**src/common/vector_pkg.sv**
```systemverilog
package vector_pkg;

	////////////////////////////////////////////////////////////
	// Bus types
	////////////////////////////////////////////////////////////

	typedef logic [15:0] addr_t;    // CPU address
	typedef logic [7:0]  byte_t;    // Data bus byte
	typedef logic [2:0]  page_t;    // Ramdisk page, 0 is main memory
	typedef logic [7:0]  status_t;  // 8080 status word

	////////////////////////////////////////////////////////////
	// 8080 status word bits
	////////////////////////////////////////////////////////////

	localparam int st_interrupt_ack = 0;
	localparam int st_write_n       = 1;  // Low on any write cycle
	localparam int st_stack         = 2;
	localparam int st_io_write      = 4;
	localparam int st_io_read       = 6;
	localparam int st_mem_read      = 7;

	////////////////////////////////////////////////////////////
	// I/O ports
	////////////////////////////////////////////////////////////

	localparam byte_t port_video_mode = 8'h01;  // Border, mode512, palette address
	localparam byte_t port_scroll     = 8'h02;
	localparam byte_t port_palette    = 8'h0C;  // Palette value
	localparam byte_t port_ramdisk    = 8'h10;  // Ramdisk control register

	// Boot ROM occupies the bottom of the address space
	localparam int rom_size = 2048;

	// Ramdisk window in the CPU address space
	localparam addr_t window_lo = 16'hA000;
	localparam addr_t window_hi = 16'hDFFF;

	////////////////////////////////////////////////////////////
	// Video control registers
	////////////////////////////////////////////////////////////

	typedef struct packed {
		byte_t       scroll;        // Vertical scroll line
		logic [3:0]  border_index;  // Palette entry used for the border
		logic        mode512;       // 512 pixel mode
		logic [3:0]  palette_addr;  // Entry written by the next palette write
	} video_ctl_t;

endpackage

```
**src/hdl/bus_control.sv**
```systemverilog
`timescale 1ns/1ps

module bus_control (
	input  logic                clk24,
	input  logic                mreset,
	input  logic                cpu_ce,
	input  logic                sync,
	input  logic                wr_n,
	input  vector_pkg::addr_t   addr,
	input  vector_pkg::byte_t   dout,
	output vector_pkg::status_t status,
	output vector_pkg::byte_t   port,
	output logic                ready,
	output logic                wr_ramdisk,
	output logic                wr_video_mode,
	output logic                wr_scroll,
	output logic                wr_palette
);
	import vector_pkg::*;

	logic need_wait;       // Memory or stack cycle being announced
	logic io_write_cycle;  // Data phase of an OUT instruction

	////////////////////////////////////////////////////////////
	// Status word and wait state
	////////////////////////////////////////////////////////////

	// Every cycle that is not an I/O write, or that reads memory, gets one wait
	assign need_wait = dout[st_mem_read] | ~dout[st_io_write];

	always_ff @(posedge clk24) begin
		if (mreset) begin
			status <= '0;
			ready <= 1'b1;
		end else if (cpu_ce) begin
			if (sync) begin
				status <= dout;  // Status is on the data bus during sync
				ready <= ~need_wait;
			end else begin
				ready <= 1'b1;
			end
		end
	end

	////////////////////////////////////////////////////////////
	// Port address
	////////////////////////////////////////////////////////////

	// The 8080 puts the port number on the low address byte
	always_ff @(posedge clk24) begin
		if (cpu_ce) begin
			port <= addr[7:0];
		end
	end

	////////////////////////////////////////////////////////////
	// Port write strobes
	////////////////////////////////////////////////////////////

	assign io_write_cycle = cpu_ce & ~wr_n & status[st_io_write];

	// One clock wide, targets load on the same edge
	assign wr_ramdisk    = io_write_cycle & (port == port_ramdisk);
	assign wr_video_mode = io_write_cycle & (port == port_video_mode);
	assign wr_scroll     = io_write_cycle & (port == port_scroll);
	assign wr_palette    = io_write_cycle & (port == port_palette);

endmodule

```
**src/kvaz/kvaz.sv**
```systemverilog
`timescale 1ns/1ps

module kvaz (
	input  logic                clk24,
	input  logic                mreset,
	input  logic                wr_ramdisk,
	input  vector_pkg::byte_t   dout,
	input  vector_pkg::addr_t   addr,
	input  vector_pkg::status_t status,
	output vector_pkg::page_t   ram_page
);
	import vector_pkg::*;

	// Control register layout
	//   bit 5    stack mapping on
	//   bit 4    window mapping on
	//   bits 3:2 stack page
	//   bits 1:0 window page
	byte_t ctl;

	logic stack_cycle;
	logic mem_cycle;
	logic in_window;
	logic stack_map;
	logic window_map;

	always_ff @(posedge clk24) begin
		if (mreset) begin
			ctl <= '0;  // Everything in main memory
		end else if (wr_ramdisk) begin
			ctl <= dout;
		end
	end

	////////////////////////////////////////////////////////////
	// Cycle classification
	////////////////////////////////////////////////////////////

	assign stack_cycle = status[st_stack];
	assign mem_cycle   = status[st_mem_read] | ~status[st_write_n];
	assign in_window   = (addr >= window_lo) && (addr <= window_hi);

	assign stack_map  = ctl[5] & stack_cycle;
	assign window_map = ctl[4] & mem_cycle & in_window;

	////////////////////////////////////////////////////////////
	// Page select
	////////////////////////////////////////////////////////////

	// Stack mapping wins over the window
	always_comb begin
		if (stack_map) begin
			ram_page = {1'b0, ctl[3:2]} + 3'd1;
		end else if (window_map) begin
			ram_page = {1'b0, ctl[1:0]} + 3'd1;
		end else begin
			ram_page = '0;
		end
	end

endmodule

```
**src/hdl/video_regs.sv**
```systemverilog
`timescale 1ns/1ps

module video_regs (
	input  logic                   clk24,
	input  logic                   mreset,
	input  logic                   retrace,
	input  logic                   wr_video_mode,
	input  logic                   wr_scroll,
	input  logic                   wr_palette,
	input  vector_pkg::byte_t      dout,
	output vector_pkg::video_ctl_t video_ctl,
	output vector_pkg::byte_t      palette_value,
	output logic                   palette_wren
);
	import vector_pkg::*;

	////////////////////////////////////////////////////////////
	// Scroll and mode
	////////////////////////////////////////////////////////////

	always_ff @(posedge clk24) begin
		if (mreset) begin
			video_ctl <= '0;
		end else begin
			if (wr_scroll) begin
				video_ctl.scroll <= dout;
			end
			if (wr_video_mode) begin
				// Same port means palette address while the beam is off screen
				if (retrace) begin
					video_ctl.palette_addr <= dout[3:0];
				end else begin
					video_ctl.border_index <= dout[3:0];
					video_ctl.mode512 <= dout[4];
				end
			end
		end
	end

	////////////////////////////////////////////////////////////
	// Palette write
	////////////////////////////////////////////////////////////

	always_ff @(posedge clk24) begin
		if (wr_palette) begin
			palette_value <= dout;
		end
	end

	// Palette RAM write enable, follows the port write by one clock
	always_ff @(posedge clk24) begin
		if (mreset) begin
			palette_wren <= 1'b0;
		end else begin
			palette_wren <= wr_palette;
		end
	end

endmodule

```
**src/hdl/cpu_data_mux.sv**
```systemverilog
`timescale 1ns/1ps

module cpu_data_mux (
	input  vector_pkg::status_t status,
	input  vector_pkg::addr_t   addr,
	input  logic                rom_disable,
	input  vector_pkg::byte_t   rom_data,
	input  vector_pkg::byte_t   sram_data,
	input  vector_pkg::byte_t   ext_io_data,
	output vector_pkg::byte_t   din
);
	import vector_pkg::*;

	logic int_ack;
	logic io_read;
	logic rom_area;

	assign int_ack = status[st_interrupt_ack];
	assign io_read = status[st_io_read];

	// Boot ROM shadows low memory until the restart key
	assign rom_area = ~rom_disable & (addr < addr_t'(rom_size));

	////////////////////////////////////////////////////////////
	// Read data select
	////////////////////////////////////////////////////////////

	always_comb begin
		if (int_ack) begin
			din = 8'hFF;  // RST 7 on the bus
		end else if (io_read) begin
			din = ext_io_data;
		end else if (rom_area) begin
			din = rom_data;
		end else begin
			din = sram_data;
		end
	end

endmodule

```
**src/hdl/restart_irq.sv**
```systemverilog
`timescale 1ns/1ps

module restart_irq (
	input  logic clk24,
	input  logic mreset,
	input  logic cpu_ce,
	input  logic retrace,
	input  logic blksbr,
	output logic int_req,
	output logic rom_disable,
	output logic cpu_reset_n
);
	// Bit 0 is the retrace detector, bit 1 the restart key detector
	logic [1:0] level;
	logic [1:0] level_q;  // Value at the previous CPU cycle
	logic [1:0] pulse;    // One CPU cycle per rising edge

	assign level = {blksbr, retrace};

	////////////////////////////////////////////////////////////
	// Edge detectors on the CPU clock
	////////////////////////////////////////////////////////////

	always_ff @(posedge clk24) begin
		if (mreset) begin
			level_q <= '0;
			pulse <= '0;
		end else if (cpu_ce) begin
			level_q <= level;
			pulse <= level & ~level_q;  // Cleared again on the next cpu_ce
		end
	end

	// Once the key is seen, low memory stays RAM
	always_ff @(posedge clk24) begin
		if (mreset) begin
			rom_disable <= 1'b0;
		end else if (cpu_ce && blksbr) begin
			rom_disable <= 1'b1;
		end
	end

	assign int_req     = pulse[0];
	assign cpu_reset_n = ~pulse[1];

endmodule

```
**src/hdl/vector_io.sv**
```systemverilog
`timescale 1ns/1ps

module vector_io (
	input  logic                   clk24,
	input  logic                   mreset,
	input  logic                   cpu_ce,
	input  logic                   sync,
	input  logic                   wr_n,
	input  vector_pkg::addr_t      addr,
	input  vector_pkg::byte_t      dout,
	input  vector_pkg::byte_t      rom_data,
	input  vector_pkg::byte_t      sram_data,
	input  vector_pkg::byte_t      ext_io_data,
	input  logic                   retrace,
	input  logic                   blksbr,
	output vector_pkg::byte_t      din,
	output logic                   ready,
	output logic                   int_req,
	output logic                   cpu_reset_n,
	output logic                   rom_disable,
	output vector_pkg::page_t      ram_page,
	output vector_pkg::video_ctl_t video_ctl,
	output vector_pkg::byte_t      palette_value,
	output logic                   palette_wren
);
	import vector_pkg::*;

	status_t status;
	byte_t   port;
	logic    wr_ramdisk;
	logic    wr_video_mode;
	logic    wr_scroll;
	logic    wr_palette;

	////////////////////////////////////////////////////////////
	// Bus cycle decode
	////////////////////////////////////////////////////////////

	bus_control i_bus_control (
		.clk24         (clk24),
		.mreset        (mreset),
		.cpu_ce        (cpu_ce),
		.sync          (sync),
		.wr_n          (wr_n),
		.addr          (addr),
		.dout          (dout),
		.status        (status),
		.port          (port),
		.ready         (ready),
		.wr_ramdisk    (wr_ramdisk),
		.wr_video_mode (wr_video_mode),
		.wr_scroll     (wr_scroll),
		.wr_palette    (wr_palette)
	);

	////////////////////////////////////////////////////////////
	// Datapath blocks
	////////////////////////////////////////////////////////////

	kvaz i_kvaz (
		.clk24      (clk24),
		.mreset     (mreset),
		.wr_ramdisk (wr_ramdisk),
		.dout       (dout),
		.addr       (addr),
		.status     (status),
		.ram_page   (ram_page)
	);

	video_regs i_video_regs (
		.clk24         (clk24),
		.mreset        (mreset),
		.retrace       (retrace),
		.wr_video_mode (wr_video_mode),
		.wr_scroll     (wr_scroll),
		.wr_palette    (wr_palette),
		.dout          (dout),
		.video_ctl     (video_ctl),
		.palette_value (palette_value),
		.palette_wren  (palette_wren)
	);

	cpu_data_mux i_cpu_data_mux (
		.status      (status),
		.addr        (addr),
		.rom_disable (rom_disable),
		.rom_data    (rom_data),
		.sram_data   (sram_data),
		.ext_io_data (ext_io_data),
		.din         (din)
	);

	restart_irq i_restart_irq (
		.clk24       (clk24),
		.mreset      (mreset),
		.cpu_ce      (cpu_ce),
		.retrace     (retrace),
		.blksbr      (blksbr),
		.int_req     (int_req),
		.rom_disable (rom_disable),
		.cpu_reset_n (cpu_reset_n)
	);

endmodule

```
**config.mk**
```make
export PLATFORM = sky130hd
export DESIGN_NAME = vector_io
export DESIGN_NICKNAME = d
export VERILOG_FILES = /design/src/common/vector_pkg.sv /design/src/hdl/bus_control.sv /design/src/kvaz/kvaz.sv /design/src/hdl/video_regs.sv /design/src/hdl/cpu_data_mux.sv /design/src/hdl/restart_irq.sv /design/src/hdl/vector_io.sv
export SDC_FILE = /design/constraint.sdc
export NUM_CORES = 1
export LEC_CHECK = 0
export BUFFER_PORTS_ARGS = -buffer_cell sky130_fd_sc_hd__buf_4
export CORE_ASPECT_RATIO = 0.6
export CORE_UTILIZATION = 35
export CTS_CLUSTER_SIZE = 8
export DETAILED_ROUTE_END_ITERATION = 8
export REMOVE_ABC_BUFFERS = 1
export SKIP_CTS_REPAIR_TIMING = 1
export SKIP_LAST_GASP = 1
export SLEW_MARGIN = 25
export SYNTH_ARGS = -nofsm -noshare
export SYNTH_HDL_FRONTEND = slang
export SYNTH_SLANG_ARGS = --single-unit
```
**constraint.sdc**
```tcl
create_clock -name clk24 -period 2.7 [get_ports clk24]
set_clock_uncertainty 0.2 [all_clocks]
set_input_delay 0.54 -clock clk24 [delete_from_list [all_inputs] [get_ports clk24]]
set_output_delay 0.54 -clock clk24 [all_outputs]
set_load 0.01 [all_outputs]
```
==> results.cfg <==
[yosys]
yosysSeqAreaShare_pct = 52.43
synthArstFlopShare_pct = 0
yosys_warnings = 0
synth_area_leaders = dfxtp_1, edfxtp_1, mux2i_1, nand2b_1, nor2_1
ys_ff_latch = 52
syn-cell-area_um2 = 2291
yosysTopAreaCell = dfxtp_1
ys.flop_type = dfxtp_1
syn_area_per_cell_um2 = 10.23
synth_top_cells_by_count = dfxtp_1, nand2b_1, mux2i_1, nor2_1, edfxtp_1
synth_top_area_share_pct = 31.46
synth_cell_types = 33
synth-edff-count = 16
synthCells = 224

[drt]
drt_iter0_drc = 63
dr_wl_met3_um = 375
first_pass_iters = 4
vias_per_cell = 4.802
route.top_layer_used = met4
m1WireLength_mm = 3.021
route.met2.wl_mm = 2.276
via_count = 1911
totalWireLength_mm = 5.706
postRouteAntennaNets = 0
wire_per_inst_um = 14.34
drc = 0

[clock_tree]
numCtsBuffers = 5
insertion_delay_ns = 0.30
cts.sinks = 52
htreeDepth = 2
cts-root-buf = clkbuf_8
cts_buffer_depth = 2
cts_tree = done
clk_pin_slew_ns = 0.09

[floorplanning]
dieArea_um2 = 6884
die_height_um = 64.67
die_w_um = 106.4
core_area_um2 = 6221
num_rows = 22
ioPinCount = 96
start_util_pct = 36.83

[power]
power_density_nw_per_um2 = 469.7
irDropWorstVdd_v = 0.0002096
leakagePower_nw = 1.364

[hold_path]
worstHoldPathType = in2reg

[placement]
port_buffers = 92
place_hpwl_mm = 4.104
routabilityCongestion = 0.6748
placed_area_um2 = 3048

[layout]
final_area_um2 = 3164
drive_above_1_share_pct = 36.31
finish.utilization_pct = 50.86
antennaDiodeCount = 0
nets = 370
area_growth_pct = 38.12

[global_routing]
grt_max_degree = 45
grt_usage_pct = 16.50
antenna_found_initial = 0
grt-ovfl-total = 0
grt_pass1_wl_mm = 8.838
grt_pass1_vias = 1768

[worst_setup_path]
rr_worst_depth = 3
cp_data_required_time_ns = 1.96
critPathArrivalTime_ns = 1.93
r2r_start = i_bus_control.port[0]
cp-end-kind = output pin
cp_max_fo = 8
cp-start-kind = register
crit_start = i_restart_irq.rom_disable
r2r_slack_ns = 0.83
setup.worst_path.end = din[2]
crit_type = reg2out
timing.rr.end = i_video_regs.video_ctl[9]

[run_status]
status = completed

[sta]
hold_viol = 0
timing.fmax_mhz = 375.2
finalCritPeriodShare_pct = 98.71
setup_viol = 0
worstMarginPinSlew_ns = 0.5411
worst_slew_margin_rel_pct = 63.93
period_minus_slack_ns = 2.665
maxSlewViolCount = 0

[flow_run]
drv_cap = 0
layout by cell type (no fill, tap or decap), types with 2 or more instances in the layout:
cell / Yosys / layout
a211oi_1: 7 / 6
a211oi_2: 1 / 2
a21oi_1: 9 / 9
buf_4: 0 / 96
clkbuf_1: 9 / 2
clkbuf_8: 0 / 6
dfxtp_1: 36 / 36
edfxtp_1: 16 / 16
ha_1: 2 / 2
inv_1: 2 / 2
mux2i_1: 25 / 25
nand2_1: 12 / 12
nand2b_1: 36 / 36
nand3_1: 8 / 8
nand3b_1: 2 / 2
nand4_1: 3 / 3
nor2_1: 22 / 22
nor2b_1: 2 / 2
nor3_1: 2 / 2
nor4_1: 9 / 6
nor4_2: 0 / 3
o21ai_0: 2 / 2
or2_2: 4 / 4
per-layer routing:
metal / global-route usage, % / vias up
met5: 0 / -
li1: - / 971
met1: 24.81 / 883
met4: 3.082 / 0
met2: 22.73 / 52
met3: 5.332 / 5
where the power goes:
group / total, mW / switching [mW] / internal (mW) / leakage, nW
clock network: 0.463 / 0.253 / 0.210 / 0.0455
logic: 0.188 / 0.0845 / 0.104 / 0.876
registers: 0.835 / 0.0113 / 0.824 / 0.442
worst min-delay path by stage:
stage                                  startpoint                      end  slack [ns]  cells after the start
after detailed placement  i_bus_control.status[1]  i_bus_control.status[1]        0.25                      2
after CTS                                 addr[4]    i_bus_control.port[4]        0.21                      1
final                                     addr[4]    i_bus_control.port[4]        0.21                      1
after floorplan           i_bus_control.status[4]  i_bus_control.status[4]        0.23                      2
after global routing                      addr[6]    i_bus_control.port[6]        0.20                      1
after global placement    i_bus_control.status[7]  i_bus_control.status[7]        0.24                      2
final cells by class:
class	instances	area (um^2)
Fill cell	596	3057
Sequential cell	52	1201
Multi-Input combinational cell	156	1040
Timing Repair Buffer	96	720.7
Tap cell	84	105.1
Clock buffer	8	90.09
Inverter	2	7.507
sequential cells by signal, summed over array words and instances, names as in the netlist:
signal	cells
i_video_regs.video_ctl	17
i_bus_control.port	8
i_video_regs.palette_value	8
i_bus_control.status	6
i_kvaz.ctl	6
i_restart_irq.level_q	2
i_restart_irq.pulse	2
i_bus_control.ready	1
i_restart_irq.rom_disable	1
i_video_regs.palette_wren	1
kinds of logic (layout without fill, tap and decap cells):
| kind of cell | after synthesis | after routing | share of synthesized area [%] |
|---|---|---|---|
| simple gates | 106 | 106 | 25.67 |
| buf+inv | 16 | 106 | 3.331 |
| flops | 52 | 52 | 52.43 |
| fa+ha+maj | 2 | 2 | 1.092 |
| compound gates | 22 | 22 | 6.172 |
| xor+xnor | 1 | 1 | 0.3824 |
| mux | 25 | 25 | 10.92 |
through the flow:
stage	std cells	worst slack, ns	power, mW	hold slack, ns	setup TNS [ns]
after floorplan	210	0.1689	0.9206	0.2260	0
after global placement	390	0.02500	1.037	0.2441	0
after detailed placement	390	0.02222	1.037	0.2516	0
after CTS	398	-0.004995	1.493	0.2065	-0.008602
after global routing	398	-0.04995	1.549	0.1950	-0.06169
final	398	0.03494	1.486	0.2104	0
worst max-delay path: stages (launching register included):
cell and delay (ns):
dfxtp_1 0.34, or4_4 0.54, buf_4 0.19, nor4_2 0.33, a211oi_2 0.08, buf_4 0.15
(Power assumes the default switching activity.)
